File: src/design/dbg_pkg.sv
package dbg_pkg;

    ////////////////////
    // widths
    ////////////////////
    typedef logic [7:0]  byte_t;
    typedef logic [31:0] word_t;
    typedef logic [4:0]  reg_idx_t;

    // dump sizes
    localparam int num_regs   = 32;
    localparam int dump_words = 8;

    // ascii codes seen on the console
    localparam byte_t chr_cmd_r = 8'h52;
    localparam byte_t chr_cmd_d = 8'h44;
    localparam byte_t chr_lf    = 8'h0A;
    localparam byte_t chr_cr    = 8'h0D;
    localparam byte_t chr_space = 8'h20;

    ////////////////////
    // scan port
    ////////////////////
    typedef enum logic {
        scan_char,
        scan_word
    } scan_kind_e;

    typedef struct packed {
        logic       req;
        scan_kind_e kind;
    } scan_req_t;

    // char result sits in the low byte
    typedef struct packed {
        logic  ack;
        word_t value;
    } scan_rsp_t;

    ////////////////////
    // print port
    ////////////////////
    typedef enum logic {
        print_char,
        print_word
    } print_kind_e;

    typedef struct packed {
        logic        req;
        print_kind_e kind;
        word_t       value;
    } print_req_t;

    ////////////////////
    // dispatcher
    ////////////////////
    typedef enum logic [1:0] {
        st_idle,
        st_read_cmd,
        st_release,
        st_run
    } dispatch_state_e;

    typedef enum logic [1:0] {
        sel_none,
        sel_reg,
        sel_mem
    } cmd_sel_e;

endpackage

File: src/design/byte_print.sv
`timescale 1ns/1ps

module byte_print
    import dbg_pkg::*;
(
    input  logic       clk,
    input  logic       rstn,
    input  print_req_t print_req,
    output logic       print_ack,
    output byte_t      tx_data,
    output logic       tx_vld,
    input  logic       tx_rdy
);

    logic [3:0] cnt_q;
    word_t      shreg_q;
    logic       start;
    logic       xfer;

    // nibble to upper-case ascii
    function automatic byte_t hex_chr(input logic [3:0] nib);
        if (nib < 4'd10)
            return 8'h30 + {4'h0, nib};
        else
            return 8'h37 + {4'h0, nib};
    endfunction

    assign start = print_req.req & ~print_ack & ~tx_vld;
    assign xfer  = tx_vld & tx_rdy;

    ////////////////////
    // control
    ////////////////////
    always_ff @(posedge clk or negedge rstn)
    begin
        if (!rstn)
        begin
            tx_vld    <= 1'b0;
            print_ack <= 1'b0;
            cnt_q     <= 4'd0;
        end
        else if (start)
        begin
            tx_vld <= 1'b1;
            // bytes left after the first one: 7 digits plus lf
            cnt_q  <= (print_req.kind == print_word) ? 4'd8 : 4'd0;
        end
        else if (xfer)
        begin
            if (cnt_q == 4'd0)
            begin
                tx_vld    <= 1'b0;
                print_ack <= 1'b1;
            end
            else
                cnt_q <= cnt_q - 4'd1;
        end
        else if (print_ack && !print_req.req)
            print_ack <= 1'b0;
    end

    // output byte and digit shifter
    always_ff @(posedge clk)
    begin
        if (start)
        begin
            if (print_req.kind == print_word)
            begin
                tx_data <= hex_chr(print_req.value[31:28]);
                shreg_q <= {print_req.value[27:0], 4'h0};
            end
            else
                tx_data <= print_req.value[7:0];
        end
        else if (xfer && cnt_q != 4'd0)
        begin
            if (cnt_q == 4'd1)
                tx_data <= chr_lf;
            else
            begin
                tx_data <= hex_chr(shreg_q[31:28]);
                shreg_q <= {shreg_q[27:0], 4'h0};
            end
        end
    end

endmodule

File: src/design/byte_scan.sv
`timescale 1ns/1ps

module byte_scan
    import dbg_pkg::*;
(
    input  logic      clk,
    input  logic      rstn,
    input  byte_t     rx_data,
    input  logic      rx_vld,
    output logic      rx_rdy,
    input  scan_req_t scan_req,
    output scan_rsp_t scan_rsp
);

    logic       ack_q;
    logic       seen_q;
    word_t      acc_q;
    logic       hex_ok;
    logic [3:0] hex_val;

    // ready only while a request is open and not yet answered
    assign rx_rdy = scan_req.req & ~ack_q;

    assign scan_rsp.ack   = ack_q;
    assign scan_rsp.value = acc_q;

    // hex digit decode, either case
    always_comb
    begin
        hex_ok  = 1'b1;
        hex_val = 4'h0;
        if (rx_data >= "0" && rx_data <= "9")
            hex_val = rx_data[3:0];
        else if ((rx_data >= "A" && rx_data <= "F") || (rx_data >= "a" && rx_data <= "f"))
            // 'A' and 'a' both end in nibble 1
            hex_val = rx_data[3:0] + 4'd9;
        else
            hex_ok = 1'b0;
    end

    ////////////////////
    // byte collection
    ////////////////////
    always_ff @(posedge clk or negedge rstn)
    begin
        if (!rstn)
        begin
            ack_q  <= 1'b0;
            seen_q <= 1'b0;
            acc_q  <= '0;
        end
        else if (!scan_req.req)
        begin
            // request gone, drop ack and start clean
            ack_q  <= 1'b0;
            seen_q <= 1'b0;
            acc_q  <= '0;
        end
        else if (rx_vld && rx_rdy)
        begin
            if (scan_req.kind == scan_char)
            begin
                acc_q <= word_t'(rx_data);
                ack_q <= 1'b1;
            end
            else if (hex_ok)
            begin
                // shift in next digit
                acc_q  <= {acc_q[27:0], hex_val};
                seen_q <= 1'b1;
            end
            else if (seen_q || rx_data != chr_space)
                // first non-hex byte ends the word, byte is dropped
                ack_q <= 1'b1;
        end
    end

endmodule

File: src/design/cmd_mem_dump.sv
`timescale 1ns/1ps

module cmd_mem_dump
    import dbg_pkg::*;
(
    input  logic       clk,
    input  logic       rstn,
    input  logic       start,
    output logic       done,
    output scan_req_t  scan_req,
    input  scan_rsp_t  scan_rsp,
    output print_req_t print_req,
    input  logic       print_ack,
    output word_t      dm_addr,
    input  word_t      dm_data
);

    typedef enum logic [2:0] {
        m_idle,
        m_scan,
        m_scan_rel,
        m_read,
        m_print,
        m_print_rel
    } mem_state_e;

    mem_state_e state_q;
    logic [2:0] cnt_q;
    word_t      addr_q;
    word_t      data_q;
    logic       last;

    assign dm_addr = addr_q;
    assign last    = (int'(cnt_q) == dump_words - 1);
    assign done    = (state_q == m_print_rel) & ~print_ack & last;

    assign scan_req.req    = (state_q == m_scan);
    assign scan_req.kind   = scan_word;
    assign print_req.req   = (state_q == m_print);
    assign print_req.kind  = print_word;
    assign print_req.value = data_q;

    always_ff @(posedge clk or negedge rstn)
    begin
        if (!rstn)
        begin
            state_q <= m_idle;
            cnt_q   <= '0;
        end
        else
        begin
            case (state_q)
                m_idle:
                    if (start)
                        state_q <= m_scan;
                m_scan:
                    if (scan_rsp.ack)
                        state_q <= m_scan_rel;
                m_scan_rel:
                    if (!scan_rsp.ack)
                    begin
                        cnt_q   <= '0;
                        state_q <= m_read;
                    end
                m_read:
                    state_q <= m_print;
                m_print:
                    if (print_ack)
                        state_q <= m_print_rel;
                m_print_rel:
                    if (!print_ack)
                    begin
                        cnt_q   <= cnt_q + 3'd1;
                        state_q <= last ? m_idle : m_read;
                    end
                default:
                    state_q <= m_idle;
            endcase
        end
    end

    // base address, then step by one word
    always_ff @(posedge clk)
    begin
        if (state_q == m_scan && scan_rsp.ack)
            addr_q <= scan_rsp.value;
        else if (state_q == m_print_rel && !print_ack)
            addr_q <= addr_q + 32'd4;
        if (state_q == m_read)
            data_q <= dm_data;
    end

endmodule

File: src/design/cmd_reg_dump.sv
`timescale 1ns/1ps

module cmd_reg_dump
    import dbg_pkg::*;
(
    input  logic       clk,
    input  logic       rstn,
    input  logic       start,
    output logic       done,
    output print_req_t print_req,
    input  logic       print_ack,
    output reg_idx_t   rf_addr,
    input  word_t      rf_data
);

    typedef enum logic [1:0] {
        r_idle,
        r_read,
        r_print,
        r_release
    } reg_state_e;

    reg_state_e state_q;
    reg_idx_t   idx_q;
    word_t      data_q;
    logic       last;

    assign rf_addr = idx_q;
    assign last    = (int'(idx_q) == num_regs - 1);
    assign done    = (state_q == r_release) & ~print_ack & last;

    assign print_req.req   = (state_q == r_print);
    assign print_req.kind  = print_word;
    assign print_req.value = data_q;

    always_ff @(posedge clk or negedge rstn)
    begin
        if (!rstn)
        begin
            state_q <= r_idle;
            idx_q   <= '0;
        end
        else
        begin
            case (state_q)
                r_idle:
                    if (start)
                    begin
                        idx_q   <= '0;
                        state_q <= r_read;
                    end
                r_read:
                    state_q <= r_print;
                r_print:
                    if (print_ack)
                        state_q <= r_release;
                r_release:
                    // next register once the printer lets go
                    if (!print_ack)
                    begin
                        idx_q   <= idx_q + 5'd1;
                        state_q <= last ? r_idle : r_read;
                    end
                default:
                    state_q <= r_idle;
            endcase
        end
    end

    // capture one cycle after idx is set
    always_ff @(posedge clk)
    begin
        if (state_q == r_read)
            data_q <= rf_data;
    end

endmodule

File: src/design/dbg_console.sv
`timescale 1ns/1ps

module dbg_console
    import dbg_pkg::*;
(
    input  logic     clk,
    input  logic     rstn,
    input  byte_t    rx_data,
    input  logic     rx_vld,
    output logic     rx_rdy,
    output byte_t    tx_data,
    output logic     tx_vld,
    input  logic     tx_rdy,
    output reg_idx_t rf_addr,
    input  word_t    rf_data,
    output word_t    dm_addr,
    input  word_t    dm_data
);

    // scanner and printer side
    scan_req_t  scan_req;
    scan_rsp_t  scan_rsp;
    print_req_t print_req;
    logic       print_ack;

    // handler side
    scan_req_t  mem_scan_req;
    scan_rsp_t  mem_scan_rsp;
    print_req_t mem_print_req;
    print_req_t reg_print_req;
    logic       mem_print_ack;
    logic       reg_print_ack;
    logic       mem_start;
    logic       mem_done;
    logic       reg_start;
    logic       reg_done;

    byte_scan u_byte_scan (
        .clk      (clk),
        .rstn     (rstn),
        .rx_data  (rx_data),
        .rx_vld   (rx_vld),
        .rx_rdy   (rx_rdy),
        .scan_req (scan_req),
        .scan_rsp (scan_rsp)
    );

    byte_print u_byte_print (
        .clk       (clk),
        .rstn      (rstn),
        .print_req (print_req),
        .print_ack (print_ack),
        .tx_data   (tx_data),
        .tx_vld    (tx_vld),
        .tx_rdy    (tx_rdy)
    );

    dbg_dispatch u_dbg_dispatch (
        .clk           (clk),
        .rstn          (rstn),
        .scan_req      (scan_req),
        .scan_rsp      (scan_rsp),
        .print_req     (print_req),
        .print_ack     (print_ack),
        .mem_scan_req  (mem_scan_req),
        .mem_scan_rsp  (mem_scan_rsp),
        .mem_print_req (mem_print_req),
        .mem_print_ack (mem_print_ack),
        .mem_done      (mem_done),
        .mem_start     (mem_start),
        .reg_print_req (reg_print_req),
        .reg_print_ack (reg_print_ack),
        .reg_done      (reg_done),
        .reg_start     (reg_start)
    );

    cmd_mem_dump u_cmd_mem_dump (
        .clk       (clk),
        .rstn      (rstn),
        .start     (mem_start),
        .done      (mem_done),
        .scan_req  (mem_scan_req),
        .scan_rsp  (mem_scan_rsp),
        .print_req (mem_print_req),
        .print_ack (mem_print_ack),
        .dm_addr   (dm_addr),
        .dm_data   (dm_data)
    );

    cmd_reg_dump u_cmd_reg_dump (
        .clk       (clk),
        .rstn      (rstn),
        .start     (reg_start),
        .done      (reg_done),
        .print_req (reg_print_req),
        .print_ack (reg_print_ack),
        .rf_addr   (rf_addr),
        .rf_data   (rf_data)
    );

endmodule

File: src/design/dbg_dispatch.sv
`timescale 1ns/1ps

module dbg_dispatch
    import dbg_pkg::*;
(
    input  logic       clk,
    input  logic       rstn,
    output scan_req_t  scan_req,
    input  scan_rsp_t  scan_rsp,
    output print_req_t print_req,
    input  logic       print_ack,
    input  scan_req_t  mem_scan_req,
    output scan_rsp_t  mem_scan_rsp,
    input  print_req_t mem_print_req,
    output logic       mem_print_ack,
    input  logic       mem_done,
    output logic       mem_start,
    input  print_req_t reg_print_req,
    output logic       reg_print_ack,
    input  logic       reg_done,
    output logic       reg_start
);

    dispatch_state_e state_q;
    cmd_sel_e        sel_q;
    logic            run_done;
    logic            released;

    // scanner ack gone, handler may take over
    assign released  = (state_q == st_release) & ~scan_rsp.ack;
    assign mem_start = released & (sel_q == sel_mem);
    assign reg_start = released & (sel_q == sel_reg);

    assign run_done = (sel_q == sel_mem) ? mem_done :
                      (sel_q == sel_reg) ? reg_done : 1'b0;

    ////////////////////
    // command FSM
    ////////////////////
    always_ff @(posedge clk or negedge rstn)
    begin
        if (!rstn)
        begin
            state_q <= st_idle;
            sel_q   <= sel_none;
        end
        else
        begin
            case (state_q)
                st_idle:
                    state_q <= st_read_cmd;
                st_read_cmd:
                    if (scan_rsp.ack)
                    begin
                        state_q <= st_release;
                        case (scan_rsp.value[7:0])
                            chr_cmd_r: sel_q <= sel_reg;
                            chr_cmd_d: sel_q <= sel_mem;
                            // blanks, line ends and unknown letters
                            default: sel_q <= sel_none;
                        endcase
                    end
                st_release:
                    // unknown letter goes straight back for another
                    if (!scan_rsp.ack)
                        state_q <= (sel_q == sel_none) ? st_read_cmd : st_run;
                st_run:
                    if (run_done)
                    begin
                        state_q <= st_read_cmd;
                        sel_q   <= sel_none;
                    end
                default:
                    state_q <= st_idle;
            endcase
        end
    end

    ////////////////////
    // port routing
    ////////////////////
    always_comb
    begin
        scan_req      = '0;
        print_req     = '0;
        mem_scan_rsp  = '0;
        mem_print_ack = 1'b0;
        reg_print_ack = 1'b0;
        if (state_q == st_read_cmd)
        begin
            scan_req.req  = 1'b1;
            scan_req.kind = scan_char;
        end
        else if (state_q == st_run && sel_q == sel_mem)
        begin
            scan_req      = mem_scan_req;
            mem_scan_rsp  = scan_rsp;
            print_req     = mem_print_req;
            mem_print_ack = print_ack;
        end
        else if (state_q == st_run && sel_q == sel_reg)
        begin
            // register dump never scans
            print_req     = reg_print_req;
            reg_print_ack = print_ack;
        end
    end

endmodule

File: config.mk
export PLATFORM = sky130hd
export DESIGN_NAME = dbg_console
export DESIGN_NICKNAME = d
export VERILOG_FILES = /design/src/design/dbg_pkg.sv /design/src/design/byte_print.sv /design/src/design/byte_scan.sv /design/src/design/cmd_mem_dump.sv /design/src/design/cmd_reg_dump.sv /design/src/design/dbg_console.sv /design/src/design/dbg_dispatch.sv
export SDC_FILE = /design/constraint.sdc
export NUM_CORES = 1
export LEC_CHECK = 0
export BUFFER_PORTS_ARGS = -buffer_cell sky130_fd_sc_hd__buf_2
export CAP_MARGIN = 20
export CELL_PAD_IN_SITES_DETAIL_PLACEMENT = 1
export CELL_PAD_IN_SITES_GLOBAL_PLACEMENT = 1
export CORE_UTILIZATION = 43
export CTS_BUF_LIST = sky130_fd_sc_hd__clkbuf_4 sky130_fd_sc_hd__clkbuf_8
export DETAILED_ROUTE_END_ITERATION = 16
export PLACE_DENSITY = 0.8
export REMOVE_ABC_BUFFERS = 1
export SLEW_MARGIN = 20
export SYNTH_ARGS = -nofsm -noshare
export SYNTH_HDL_FRONTEND = slang
export SYNTH_SLANG_ARGS = --single-unit
File: constraint.sdc
create_clock -name clk -period 2.9 [get_ports clk]
set_input_delay 0 -clock clk [delete_from_list [all_inputs] [get_ports clk]]
set_output_delay 0 -clock clk [all_outputs]
set_load 0.02 [all_outputs]
==> results by group <==
Layout
  – Share of post-route cells with drive strength above 1: 0.2054
  – Core Util, Final: 0.5488
  – Number of nets in the layout: 1083
  – Number of antenna repair diodes: 0
  – Layout area overhead: 23.57%

Pwr
  – Sw Share: 0.3399
  – Sequential group share of total power: 0.514
  – Cell-internal power: 4.440 mW
  – Leakage: 4.263 nW
  – Gate power share: 0.200
  – VDD IR-drop max: 0.0003924 V
  – Clock network fraction of total power: 0.286
  – Power Dens Cells: 599.9 mW/mm2
  – Sw power: 2.286 mW

Clock tree
  – Insertion delay to the later sink of the worst-skew pair: 0.51 ns
  – TritonCTS clock tree: done
  – CTS-repair resized insts: 0
  – H-tree depth: 4
  – Clock Pin Slew Worst Setup and Hold Paths: 0.13 ns
  – Root buffer cell: clkbuf_8
  – Inserted Clock Buffers: 17
  – Longest Clk Path Bufs: 2
  – Clock sinks: 189

STA
  – Setup TNS: 0 ns
  – Clk_skew: 0.02757 ns
  – Period minus WS final: 2.725 ns
  – Worst slew margin: 0.6139
  – Final setup violation count: 0
  – Max Clk Rate: 367.0 MHz
  – Final hold violations: 1
  – Slew @ Worst Pin: 0.5792 ns
  – RSZ-0062 raised after global routing: false
  – Fin. max-slew vios: 0
  – Tcrit/Tclk final: 0.9395
  – Hold WS: -0.01116 ns

Floorplanning
  – Die X: 147.3 um
  – Core area: 0.02043 mm2
  – Row count: 52
  – Die ar.: 0.02168 mm2
  – Starting Density: 0.4441
  – I/O pin count: 123
  – Die height: 147.3 um

Placement
  – Hpwl dp: 15080 um
  – Port-buffer cells: 122
  – Routability congestion estimate from global placement: 0.8273

Route
  – DRT iter0 DRCs: 403
  – DRT Pass-1 Iters: 5
  – # DRC: 0
  – Post-DR wirelength/cell: 20.31 um
  – Via count: 6925
  – Routed Antenna Nets: 0
  – Routed wire length: 25750 um
  – Avg Vias per Cell: 5.461

Hold path
  – Hold crit path type: in2async

Logic synthesis
  – Most used flip-flop cell after synthesis: edfxtp_1
  – Seq/Total Area, Yosys: 0.5941
  – Synth unique cells: 74
  – Synth Area per Inst: 11.57 um2
  – Synth Register Bits: 189
  – Mapped cell area: 0.009072 mm2
  – Async S/R FF share, synth: 0.3016
  – Ys Warns: 0
  – Post-synth EDFFs: 132
  – Syn Inst Count: 784

GRT
  – Vias in the first global route: 7618
  – First-pass GRT wire length: 41000 um
  – Antenna violations before repair: 0
  – Pin count of the biggest net entering global routing: 53
  – GRT Util Overall: 0.2476
  – Grt ovf: 0

Job
  – Maxcap violations: 0

Critical path
  – Crit path arrival time: 3.10 ns
  – Crit-path max FO: 21
  – Req. time, crit path: 3.28 ns
  – Critical Path End Type: flip-flop
  – Crit path launch type: flip-flop
  – WS Path Type: reg2reg

Outcome
  – Status: finished, violations left
  – Violations in the final reports: negative hold slack
## path summary, 6_finish.rpt
| path | end | depth (start not counted) | from | slack, ns |
|---|---|---|---|---|
| worst max-delay path | u_dbg_dispatch.sel_q[0] | 7 | u_dbg_dispatch.state_q[0] | 0.18 |
| worst min-delay path | u_cmd_reg_dump.rf_addr[1] | 2 | rstn | -0.01 |
| worst max register to register | u_dbg_dispatch.sel_q[0] | 7 | u_dbg_dispatch.state_q[0] | 0.18 |
| worst min register to register | u_cmd_mem_dump.cnt_q[0] | 1 | u_cmd_mem_dump.cnt_q[0] | 0.49 |
| max in group asynchronous | u_byte_scan.acc_q[28] | 3 | rstn | 2.19 |
| min in group clk | u_cmd_reg_dump.data_q[9] | 2 | rf_data[9] | 0.19 |
## layer usage
| layer | wire (um) | GRT usage | share of wire |
|---|---|---|---|
| met1 | 10340 | 0.2844 | 0.40 |
| met2 | 13770 | 0.4514 | 0.53 |
| met3 | 781 | 0.03789 | 0.030 |
| met4 | 859 | 0.1139 | 0.033 |
| met5 | 0 | 0 | 0 |
## cell type report
| cell class | count | area, um2 |
|---|---|---|
| clock buffers | 17 | 234.0 |
| inverters | 48 | 180.2 |
| clock inverters | 15 | 214.0 |
| multi-input cells | 509 | 3321 |
| flip-flops and latches | 189 | 5390 |
| fillers | 2211 | 9219 |
| well taps | 270 | 337.8 |
| repair buffers | 220 | 1534 |
## logic make-up after synthesis
group	Yosys count	share of synthesized area
xor gates and xnor gates	35	0.03379
AOI/OAI and AO/OA	171	0.1255
adders and majority gates	22	0.03034
muxes	28	0.03144
DFF	189	0.5941
other	1	0.0004133
and+or+nand+nor	252	0.1436
buffers and inverters	86	0.04082
## timing repair
item                                   CTS  global route
hold buffers                            75             0
endpoints found under the hold margin  133             0
setup buffers                            0             0
## worst max-delay path, cell delays in order, from the launching register on
cell	delay [ns]
dfrtp_1	0.49
ha_1	0.36
and4bb_1	0.30
buf_4	0.30
a211oi_4	0.13
a311oi_2	0.49
a21o_1	0.17
mux2_1	0.36
## power by group through the flow
stage | clock network, mW | registers (mW) | logic (mW)
after floorplan | 0 | 3.41 | 0.818
final | 1.92 | 3.46 | 1.35
after CTS | 1.92 | 3.43 | 1.30
after global placement | 0 | 3.46 | 1.15
after global routing | 2.05 | 3.48 | 1.47
after detailed placement | 0 | 3.49 | 1.21
## cell usage in the layout (no fill, tap or decap), types with 19 or more instances in the layout
cell type / instances
inv_1: 47
dfrtp_1: 57
o21ai_1: 57
edfxtp_1: 132
nand3_1: 19
dlygate4sd3_1: 75
a22oi_1: 31
buf_4: 23
nand2_1: 119
buf_2: 122
mux2i_1: 24
xnor2_1: 26
ha_1: 22
nor2_1: 27
## Yosys cell counts, drive strengths merged, types with 5 or more instances
master  count  share of area
a211oi      6         0.0063
a21o        6         0.0050
a21oi      16         0.0092
a22oi      31          0.026
a311oi      6         0.0065
buf        20          0.014
clkbuf     18         0.0074
dfrtp      57           0.16
edfxtp    132           0.44
ha         22          0.030
inv        48          0.020
mux2i      24          0.026
nand2     120          0.050
nand2b      5         0.0034
nand3      19          0.010
nand3b      7         0.0058
nand4       7         0.0072
nor2       28          0.012
nor2b       8         0.0055
nor3       21          0.014
nor4        9         0.0097
o21ai      72          0.042
o31ai       7         0.0058
xnor2      26          0.025
xor2        9         0.0087
## per-stage QoR
step	instance area, um2	power, mW	std cells	setup WS, ns	hold slack (ns)
final	11210	6.726	1268	0.1754	-0.01116
after global routing	11210	6.988	1268	0.04497	0.05211
after CTS	11210	6.652	1268	0.2885	0.007267
after detailed placement	10010	4.693	1161	0.3295	0.004653
after global placement	10010	4.619	1161	0.4473	0.006843
after floorplan	8882	4.231	746	-1.239	-0.2956
## state kept, by name (all words and copies together), names as in the netlist
name and flops:
u_byte_scan.acc_q 32, u_cmd_mem_dump.data_q 32, u_cmd_mem_dump.dm_addr 32, u_cmd_reg_dump.data_q 32, u_byte_print.shreg_q 28, u_byte_print.tx_data 8, u_cmd_reg_dump.rf_addr 5, u_byte_print.cnt_q 4
u_cmd_mem_dump.cnt_q 3, u_cmd_mem_dump.state_q 3, u_cmd_reg_dump.state_q 2, u_dbg_dispatch.sel_q 2, u_dbg_dispatch.state_q 2, u_byte_print.print_ack 1, u_byte_print.tx_vld 1, u_byte_scan.ack_q 1
u_byte_scan.seen_q 1
Note: power is estimated with default switching activity, not from simulation.
